### config.mk
export PLATFORM = sky130hd
export DESIGN_NAME = div_unit
export DESIGN_NICKNAME = d
export VERILOG_FILES = /design/src/common/div_pkg.sv /design/src/hdl/wb_div_regs.sv /design/src/hdl/div_dispatch.sv /design/src/div_lane/div_core.sv /design/src/div_lane/div_lane.sv /design/src/hdl/div_collect.sv /design/src/hdl/div_unit.sv
export VERILOG_INCLUDE_DIRS = /design/src /design/src/common
export SDC_FILE = /design/constraint.sdc
export NUM_CORES = 2
export LEC_CHECK = 0
export BUFFER_PORTS_ARGS = -buffer_cell sky130_fd_sc_hd__buf_2
export CAP_MARGIN = 40
export CORE_MARGIN = 1.5
export CORE_UTILIZATION = 40
export CTS_BUF_LIST = sky130_fd_sc_hd__clkbuf_4 sky130_fd_sc_hd__clkbuf_8
export DETAILED_ROUTE_END_ITERATION = 16
export GPL_TIMING_DRIVEN = 1
export SKIP_LAST_GASP = 1
export SYNTH_ARGS = -nofsm -noshare
export SYNTH_HDL_FRONTEND = slang
export SYNTH_SLANG_ARGS = --single-unit
export TNS_END_PERCENT = 50
### constraint.sdc
create_clock -name clk -period 18.72 [get_ports clk]
set_input_delay 1.872 -clock clk [delete_from_list [all_inputs] [get_ports clk]]
set_output_delay 1.872 -clock clk [all_outputs]
set_load 0.1 [all_outputs]
### src/common/div_params.svh
`ifndef DIV_PARAMS_SVH
`define DIV_PARAMS_SVH

// Datapath sizing
`define DIV_WIDTH  32      // Operand width, power of two, 8 or more
`define DIV_LANES  4       // Divider lanes, power of two
`define DIV_QDEPTH 8       // Result queue entries

// Byte addresses on the Wishbone port
`define DIV_REG_DIVIDEND  5'h00
`define DIV_REG_DIVISOR   5'h04   // Write issues a job
`define DIV_REG_QUOTIENT  5'h08
`define DIV_REG_REMAINDER 5'h0C   // Read pops the head entry
`define DIV_REG_STATUS    5'h10   // Queue count in low bits

`endif

### src/common/div_pkg.sv
`default_nettype none

`include "div_params.svh"

package div_pkg;

    // One operand or result word
    typedef logic [`DIV_WIDTH-1:0] div_word_t;

    // Lane index, wraps naturally over the lanes
    typedef logic [$clog2(`DIV_LANES)-1:0] lane_idx_t;

    // Queue occupancy, 0 up to DIV_QDEPTH inclusive
    typedef logic [$clog2(`DIV_QDEPTH+1)-1:0] qcount_t;

    // Byte address bits 4..0 of the bus
    typedef logic [4:0] wb_adr_t;

endpackage

`default_nettype wire

### src/hdl/wb_div_regs.sv
`timescale 1ns/1ps
`default_nettype none

`include "div_params.svh"

module wb_div_regs import div_pkg::*; (
    input  logic      clk,
    input  logic      rst,
    input  logic      wb_cyc,
    input  logic      wb_stb,
    input  logic      wb_we,
    input  wb_adr_t   wb_adr,
    input  div_word_t wb_dat_w,
    output div_word_t wb_dat_r,
    output logic      wb_ack,
    output logic      issue_valid,
    output div_word_t issue_dividend,
    output div_word_t issue_divisor,
    input  logic      issue_accept,
    input  qcount_t   q_count,
    input  div_word_t head_quotient,
    input  div_word_t head_remainder,
    output logic      q_pop
);

    logic      bus_req;     // New cycle seen, not yet answered
    logic      wr_dividend;
    logic      wr_divisor;
    logic      rd_remainder;
    logic      q_empty;
    div_word_t rd_data;

    // Ack and pending issue both mask the still-high stb
    assign bus_req      = wb_cyc & wb_stb & ~wb_ack & ~issue_valid;
    assign wr_dividend  = bus_req & wb_we & (wb_adr == `DIV_REG_DIVIDEND);
    assign wr_divisor   = bus_req & wb_we & (wb_adr == `DIV_REG_DIVISOR);
    assign rd_remainder = bus_req & ~wb_we & (wb_adr == `DIV_REG_REMAINDER);
    assign q_empty      = (q_count == '0);

    ////////////////////////////////////////
    // Read mux
    always_comb begin
        case (wb_adr)
            `DIV_REG_DIVIDEND:  rd_data = issue_dividend;
            `DIV_REG_QUOTIENT:  rd_data = q_empty ? '0 : head_quotient;
            `DIV_REG_REMAINDER: rd_data = q_empty ? '0 : head_remainder;
            `DIV_REG_STATUS:    rd_data = div_word_t'(q_count);
            default:            rd_data = '0;   // Unmapped reads as zero
        endcase
    end

    ////////////////////////////////////////
    // Handshake control
    always_ff @(posedge clk) begin
        if (rst) begin
            wb_ack      <= 1'b0;
            issue_valid <= 1'b0;
            q_pop       <= 1'b0;
        end else begin
            // Divisor write waits for the dispatcher, all else acks next cycle
            wb_ack      <= (bus_req & ~wr_divisor) | (issue_valid & issue_accept);
            issue_valid <= wr_divisor | (issue_valid & ~issue_accept);
            q_pop       <= rd_remainder & ~q_empty;   // Lines up with ack
        end
    end

    // Operand and read data registers
    always_ff @(posedge clk) begin
        if (wr_dividend) begin
            issue_dividend <= wb_dat_w;
        end
        if (wr_divisor) begin
            issue_divisor <= wb_dat_w;   // Held while the job is pending
        end
        if (bus_req & ~wb_we) begin
            wb_dat_r <= rd_data;
        end
    end

endmodule

`default_nettype wire

### src/hdl/div_dispatch.sv
`timescale 1ns/1ps
`default_nettype none

`include "div_params.svh"

module div_dispatch import div_pkg::*; (
    input  logic                       clk,
    input  logic                       rst,
    input  logic                       issue_valid,
    input  div_word_t                  issue_dividend,
    input  div_word_t                  issue_divisor,
    output logic                       issue_accept,
    output logic      [`DIV_LANES-1:0] lane_start,
    output div_word_t [`DIV_LANES-1:0] lane_dividend,
    output div_word_t [`DIV_LANES-1:0] lane_divisor,
    input  logic      [`DIV_LANES-1:0] lane_release
);

    logic [`DIV_LANES-1:0] busy;   // Lane holds a job or an undrained result
    lane_idx_t             issue_ptr;

    // Strict round robin, no skipping past a busy lane
    assign issue_accept = issue_valid & ~busy[issue_ptr];

    always_comb begin
        lane_start            = '0;
        lane_start[issue_ptr] = issue_accept;
    end

    // Same operands to every lane, only the started one latches
    always_comb begin
        for (int i = 0; i < `DIV_LANES; i++) begin
            lane_dividend[i] = issue_dividend;
            lane_divisor[i]  = issue_divisor;
        end
    end

    always_ff @(posedge clk) begin
        if (rst) begin
            busy      <= '0;
            issue_ptr <= '0;
        end else begin
            busy <= (busy | lane_start) & ~lane_release;   // Never both on one lane
            if (issue_accept) begin
                issue_ptr <= issue_ptr + 1'b1;   // Wraps over a power-of-two lane count
            end
        end
    end

endmodule

`default_nettype wire

### src/div_lane/div_core.sv
`timescale 1ns/1ps
`default_nettype none

`include "div_params.svh"

module div_core import div_pkg::*; (
    input  logic                          clk,
    input  logic                          rst,
    input  logic                          start,
    input  div_word_t                     dividend,
    input  div_word_t                     divisor,
    input  logic [$clog2(`DIV_WIDTH)-1:0] dividend_clz,
    input  logic [$clog2(`DIV_WIDTH)-1:0] divisor_clz,
    input  logic                          divisor_is_zero,
    output div_word_t                     quotient,
    output div_word_t                     remainder,
    output logic                          done
);

    localparam int W     = `DIV_WIDTH;
    localparam int CLZ_W = $clog2(W);

    logic [CLZ_W-1:0] clz_delta;
    logic             divisor_larger;
    logic             abort;
    div_word_t        shifted_divisor;
    logic [W+1:0]     diff_2x;          // Remainder minus twice the divisor
    logic [W:0]       diff_1x;
    div_word_t        partial;
    logic [1:0]       q_bits;
    logic [CLZ_W-2:0] cycles_left;
    logic             last_cycle;
    logic             running;

    ////////////////////////////////////////
    // Start cycle
    // Borrow means the divisor has more significant bits
    assign {divisor_larger, clz_delta} = {1'b0, divisor_clz} - {1'b0, dividend_clz};
    assign abort = divisor_larger | divisor_is_zero;

    // Even alignment, odd deltas round down
    always_ff @(posedge clk) begin
        if (running) begin
            shifted_divisor <= shifted_divisor >> 2;
        end else begin
            shifted_divisor <= divisor << {clz_delta[CLZ_W-1:1], 1'b0};
        end
    end

    ////////////////////////////////////////
    // Radix-4 step
    assign diff_2x = {2'b00, remainder} - {1'b0, shifted_divisor, 1'b0};
    assign partial = diff_2x[W+1] ? remainder : diff_2x[W-1:0];
    assign diff_1x = {1'b0, partial} - {1'b0, shifted_divisor};
    assign q_bits  = {~diff_2x[W+1], ~diff_1x[W]};   // Set where no borrow

    always_ff @(posedge clk) begin
        if (start) begin
            quotient <= '0;
        end else if (running) begin
            quotient <= {quotient[W-3:0], q_bits};
        end
    end

    // Digit 00 passes the old remainder through partial
    always_ff @(posedge clk) begin
        if (start) begin
            remainder <= dividend;   // Also the abort result
        end else if (running) begin
            remainder <= diff_1x[W] ? partial : diff_1x[W-1:0];
        end
    end

    ////////////////////////////////////////
    // Control
    assign last_cycle = (cycles_left == '0);

    // Reloads every idle cycle, start included
    always_ff @(posedge clk) begin
        if (running) begin
            cycles_left <= cycles_left - 1'b1;
        end else begin
            cycles_left <= clz_delta[CLZ_W-1:1];
        end
    end

    always_ff @(posedge clk) begin
        if (rst) begin
            running <= 1'b0;
            done    <= 1'b0;
        end else begin
            if (start) begin
                running <= ~abort;
            end else if (running & last_cycle) begin
                running <= 1'b0;
            end
            done <= (start & abort) | (running & last_cycle);   // One-cycle pulse
        end
    end

endmodule

`default_nettype wire

### src/div_lane/div_lane.sv
`timescale 1ns/1ps
`default_nettype none

`include "div_params.svh"

module div_lane import div_pkg::*; (
    input  logic      clk,
    input  logic      rst,
    input  logic      start,
    input  div_word_t dividend,
    input  div_word_t divisor,
    input  logic      release_res,
    output logic      res_valid,
    output div_word_t quotient,
    output div_word_t remainder
);

    localparam int CLZ_W = $clog2(`DIV_WIDTH);

    div_word_t        dividend_q;
    div_word_t        divisor_q;
    logic [CLZ_W-1:0] dividend_clz;
    logic [CLZ_W-1:0] divisor_clz;
    logic             divisor_is_zero;
    logic             core_start;
    logic             core_done;
    div_word_t        core_quotient;
    div_word_t        core_remainder;

    // Leading zeros, saturating at width-1 so zero and one both give the max
    function automatic logic [CLZ_W-1:0] clz(input div_word_t v);
        logic [CLZ_W-1:0] n;
        logic             hit;
        n   = '0;
        hit = 1'b0;
        for (int i = `DIV_WIDTH - 1; i > 0; i--) begin
            hit = hit | v[i];
            if (!hit) begin
                n = n + 1'b1;
            end
        end
        return n;
    endfunction

    always_ff @(posedge clk) begin
        if (start) begin
            dividend_q <= dividend;
            divisor_q  <= divisor;
        end
    end

    assign dividend_clz    = clz(dividend_q);
    assign divisor_clz     = clz(divisor_q);
    assign divisor_is_zero = (divisor_q == '0);

    always_ff @(posedge clk) begin
        if (rst) begin
            core_start <= 1'b0;
            res_valid  <= 1'b0;
        end else begin
            core_start <= start;   // Counts see the latched operands first
            if (core_done) begin
                res_valid <= 1'b1;
            end else if (release_res) begin
                res_valid <= 1'b0;
            end
        end
    end

    // Held until the collector drains it
    always_ff @(posedge clk) begin
        if (core_done) begin
            quotient  <= core_quotient;
            remainder <= core_remainder;
        end
    end

    div_core u_core (
        .clk, .rst,
        .start     (core_start),
        .dividend  (dividend_q),
        .divisor   (divisor_q),
        .dividend_clz, .divisor_clz, .divisor_is_zero,
        .quotient  (core_quotient),
        .remainder (core_remainder),
        .done      (core_done)
    );

endmodule

`default_nettype wire

### src/hdl/div_collect.sv
`timescale 1ns/1ps
`default_nettype none

`include "div_params.svh"

module div_collect import div_pkg::*; (
    input  logic                       clk,
    input  logic                       rst,
    input  logic      [`DIV_LANES-1:0] res_valid,
    input  div_word_t [`DIV_LANES-1:0] lane_quotient,
    input  div_word_t [`DIV_LANES-1:0] lane_remainder,
    output logic      [`DIV_LANES-1:0] lane_release,
    input  logic                       q_pop,
    output qcount_t                    q_count,
    output div_word_t                  head_quotient,
    output div_word_t                  head_remainder
);

    localparam int PTR_W = $clog2(`DIV_QDEPTH);

    div_word_t        quot_mem [`DIV_QDEPTH];
    div_word_t        rem_mem  [`DIV_QDEPTH];
    logic [PTR_W-1:0] wr_ptr;
    logic [PTR_W-1:0] rd_ptr;
    lane_idx_t        drain_ptr;   // Follows the issue order of the dispatcher
    logic             q_full;
    logic             push;
    logic             pop;

    function automatic logic [PTR_W-1:0] ptr_inc(input logic [PTR_W-1:0] p);
        return (p == PTR_W'(`DIV_QDEPTH - 1)) ? '0 : p + 1'b1;
    endfunction

    assign q_full = (q_count == qcount_t'(`DIV_QDEPTH));
    assign push   = res_valid[drain_ptr] & ~q_full;   // Full queue stalls the lane
    assign pop    = q_pop & (q_count != '0);

    always_comb begin
        lane_release            = '0;
        lane_release[drain_ptr] = push;
    end

    assign head_quotient  = quot_mem[rd_ptr];
    assign head_remainder = rem_mem[rd_ptr];

    // Result storage
    always_ff @(posedge clk) begin
        if (push) begin
            quot_mem[wr_ptr] <= lane_quotient[drain_ptr];
            rem_mem[wr_ptr]  <= lane_remainder[drain_ptr];
        end
    end

    always_ff @(posedge clk) begin
        if (rst) begin
            wr_ptr    <= '0;
            rd_ptr    <= '0;
            drain_ptr <= '0;
            q_count   <= '0;
        end else begin
            if (push) begin
                wr_ptr    <= ptr_inc(wr_ptr);
                drain_ptr <= drain_ptr + 1'b1;
            end
            if (pop) begin
                rd_ptr <= ptr_inc(rd_ptr);
            end
            case ({push, pop})
                2'b10:   q_count <= q_count + 1'b1;
                2'b01:   q_count <= q_count - 1'b1;
                default: q_count <= q_count;   // Push with pop keeps the count
            endcase
        end
    end

endmodule

`default_nettype wire

### src/hdl/div_unit.sv
`timescale 1ns/1ps
`default_nettype none

`include "div_params.svh"

module div_unit import div_pkg::*; (
    input  logic      clk,
    input  logic      rst,
    input  logic      wb_cyc,
    input  logic      wb_stb,
    input  logic      wb_we,
    input  wb_adr_t   wb_adr,
    input  div_word_t wb_dat_w,
    output div_word_t wb_dat_r,
    output logic      wb_ack
);

    // Register block to dispatcher
    logic      issue_valid;
    logic      issue_accept;
    div_word_t issue_dividend;
    div_word_t issue_divisor;

    // Dispatcher to lanes
    logic      [`DIV_LANES-1:0] lane_start;
    div_word_t [`DIV_LANES-1:0] lane_dividend;
    div_word_t [`DIV_LANES-1:0] lane_divisor;

    // Lanes to collector, and release back
    logic      [`DIV_LANES-1:0] res_valid;
    logic      [`DIV_LANES-1:0] lane_release;
    div_word_t [`DIV_LANES-1:0] lane_quotient;
    div_word_t [`DIV_LANES-1:0] lane_remainder;

    // Result queue head
    qcount_t   q_count;
    logic      q_pop;
    div_word_t head_quotient;
    div_word_t head_remainder;

    ////////////////////////////////////////
    // Bus side
    wb_div_regs u_regs (
        .clk, .rst,
        .wb_cyc, .wb_stb, .wb_we, .wb_adr, .wb_dat_w, .wb_dat_r, .wb_ack,
        .issue_valid, .issue_dividend, .issue_divisor, .issue_accept,
        .q_count, .head_quotient, .head_remainder, .q_pop
    );

    div_dispatch u_dispatch (
        .clk, .rst,
        .issue_valid, .issue_dividend, .issue_divisor, .issue_accept,
        .lane_start, .lane_dividend, .lane_divisor, .lane_release
    );

    ////////////////////////////////////////
    // Lane array
    for (genvar i = 0; i < `DIV_LANES; i++) begin : g_lane
        div_lane u_lane (
            .clk, .rst,
            .start       (lane_start[i]),
            .dividend    (lane_dividend[i]),
            .divisor     (lane_divisor[i]),
            .release_res (lane_release[i]),
            .res_valid   (res_valid[i]),
            .quotient    (lane_quotient[i]),
            .remainder   (lane_remainder[i])
        );
    end

    div_collect u_collect (
        .clk, .rst,
        .res_valid, .lane_quotient, .lane_remainder, .lane_release,
        .q_pop, .q_count, .head_quotient, .head_remainder
    );

endmodule

`default_nettype wire

==> metrics.txt <==
hold path depth 0; Pre-antenna DRT Iters 7; Syn-to-layout area delta 10.8%; pwr dens roughly 66 mW/mm2; placed cell count about 12,000; reg-to-reg slack, setup between 2 and 3 ns; Final Hold Slack 0.434 ns; Sink Count roughly 1,600; post-synthesis cell area ~0.098 mm2; syn nets a little under 10,000; RD Place Congestion a little over 0.9; clock transition at the registers of the reported paths around 0.06 ns; Iteration-0 DRC Markers between 7,000 and 8,000; Req. time, crit path between 15 and 20 ns; Fin Clk Skew around 0.11 ns; via count 74,785; worst-skew pair later-pin latency between 1 and 1.5 ns; Finished Layout Cells approximately 13,000; Min-Delay Path Class reg -> reg; top_reg_cell synth edfxtp_1; R2R Path End g_lane[2].u_lane.u_core.shifted_divisor[21]; Crit-path slowest cell fa_2; crit share post-route around 87%; Post-synth EDFFs 1,248; Post-CTS Hold Fix Bufs 0; Worst Path Arrival ~17 ns; CTS buffer count about 290; Final Cell Area roughly 0.11 mm2; CTS H-tree lvls 5; worst r2r src g_lane[2].u_lane.divisor_q[31]; antenna viol nets, final 0; Max Buffers Root-to-Sink 4; starting density of the core about two fifths; vias per cell between 5 and 6; most frequent cells after synthesis edfxtp_1 (1,248), nor2_1 (879), nand2_1 (789), a21oi_1 (645), ha_1 (523); I/O Buffers 74; Die Y between 400 and 500 um; Hold EP g_lane[1].u_lane.quotient[30]; Fillers between 20,000 and 25,000; Critical Path Source Type register; clock tree from TritonCTS yes; final worst path period need between 15 and 20 ns; most frequent CP cell ha_1; Crit. End Element register; cell leakage power just under 40 nW; GRT Total Usage 23.6%; DP HPWL 221 mm; Overall Power approximately 7 mW; PostCTS Resize Cnt 0; IO Pins between 70 and 80; Max Slew Vio Count 0; cell with the most instances after synthesis edfxtp_1; Final nets about 10,000; final WL approximately 300 mm; Root Buffer clkbuf_8; initial antenna violation count 35; worst-margin pin slew between 0.9 and 1 ns; largest net degree at the start of global routing 70; yosys warns 0; Worst path top cell family by delay compound AO/OA/AOI/OAI gates; DR DRC count 0; crit path buf inv count 3; Core Area 0.243 mm2; register area share after synthesis ~45%; Setup WS post-layout 2.52 ns; CP Class reg -> reg; grt ovf 0; # rows about 180; Slew HR 36.2%; HP Start g_lane[1].u_lane.u_core.quotient[30]; final setup TNS 0 ns; synthesized flop and latch total roughly 1,600; CP max FO 46; first-pass GRT wire length 446 mm; Setup-failing EPs final 0; status finished clean; placed inst area slightly above 0.1 mm2; Die Width slightly below 500 um; final core utilization 44.5%; Syn Area/Cell 10.5 um2; Wirelength per Cell 23.4 um; Worst Reg2Reg Path Length in Cells 78; vias in the first global route slightly above 70,000; f_max 0.0617 GHz; FF/Latch Area between 0.04 and 0.05 mm2; RSZ-0062 raised after global routing false; asr flop ratio synth 0%; Area contributors post-synth edfxtp_1 (38%), ha_1 (6.7%), dfxtp_1 (6.4%); layout cells sized above 1 12.2%; multi-input logic area 0.0508 mm2; area of the die 0.247 mm2; library cells used by synthesis ~110; area leader, netlist edfxtp_1; Yosys top cell area share between 30 and 40%; Place WS 2.58 ns; Post-CTS Setup Inserts 0; final hold violation count 0; worst stage delay on the critical path about 1.2 ns; cell count after synthesis roughly 9,300; Peak VDD IR about 0.067 mV; Max Cap Viol 0
-- registers in the layout, summed over array words and instances, names as in the netlist, 16 cells and up, named ones only --
register                              count
u_collect.rem_mem                       256
g_lane.u_lane.u_core.shifted_divisor    128
g_lane.u_lane.remainder                 128
g_lane.u_lane.u_core.remainder          128
g_lane.u_lane.quotient                  128
u_regs.wb_dat_r                          32
g_lane.u_lane.divisor_q                 128
g_lane.u_lane.u_core.cycles_left         16
g_lane.u_lane.dividend_q                128
u_collect.quot_mem                      256
u_regs.issue_divisor                     32
g_lane.u_lane.u_core.quotient           128
u_regs.issue_dividend                    32
-- cells by family after synthesis --
logic type | after synthesis | share of synthesized area [%]
DFF | 1560 | 44.8
AOI/OAI and AO/OA | 2133 | 13.8
adders and majority gates | 580 | 7.43
muxes | 783 | 10.9
and+or+nand+nor | 2768 | 13.4
buffers and inverters | 867 | 3.38
xor gates and xnor gates | 634 | 6.18
-- per-layer routing --
| metal | up-vias | global-route usage (%) | share of wire [%] |
|---|---|---|---|
| li1 | 34704 | - | - |
| met4 | 4 | 8.54 | 3.3 |
| met3 | 499 | 3.81 | 7.9 |
| met2 | 2818 | 37.1 | 45 |
| met5 | - | 0 | 0.0073 |
| met1 | 36760 | 32.9 | 44 |
-- how the worst max path moves through the flow --
stage | startpoint | endpoint | cells past startpoint
after global placement | g_lane[3].u_lane.divisor_q[30] | g_lane[3].u_lane.u_core.shifted_divisor[22] | 81
final | g_lane[2].u_lane.divisor_q[31] | g_lane[2].u_lane.u_core.shifted_divisor[21] | 78
after global routing | g_lane[2].u_lane.divisor_q[30] | g_lane[2].u_lane.u_core.shifted_divisor[21] | 78
after detailed placement | g_lane[2].u_lane.divisor_q[31] | g_lane[2].u_lane.u_core.shifted_divisor[20] | 78
after floorplan | g_lane[3].u_lane.divisor_q[30] | g_lane[3].u_lane.u_core.shifted_divisor[24] | 81
after CTS | g_lane[2].u_lane.divisor_q[31] | g_lane[2].u_lane.u_core.shifted_divisor[21] | 78
-- power by group --
| part | leakage (nW) | internal (mW) | switching [mW] | total, mW |
|---|---|---|---|---|
| Sequential | 13.8 | 3.70 | 0.00443 | 3.70 |
| Combinational | 22.5 | 0.0140 | 0.0337 | 0.0477 |
| Clock | 3.11 | 1.96 | 1.45 | 3.41 |
| Total | 39.5 | 5.67 | 1.49 | 7.16 |
-- layout make-up --
type / count / area share, %
clock inverters: 84 / 0.762
inverters: 462 / 1.60
well taps: 3202 / 3.71
repair buffers: 206 / 1.68
clock buffers: 409 / 4.69
multi-input cells: 6898 / 47.0
flip-flops and latches: 1560 / 40.5
diodes: 36 / 0.0833
-- cell usage in the layout, fill, tap and decap left out, types with 319 or more instances in the layout --
master and count:
a21oi_1 641, clkbuf_8 319, edfxtp_1 1248, ha_1 523, inv_1 458, mux2i_1 438
nand2_1 789, nor2_1 877, o21ai_0 486, xnor2_1 411
Power figures use the tool's default switching activity.
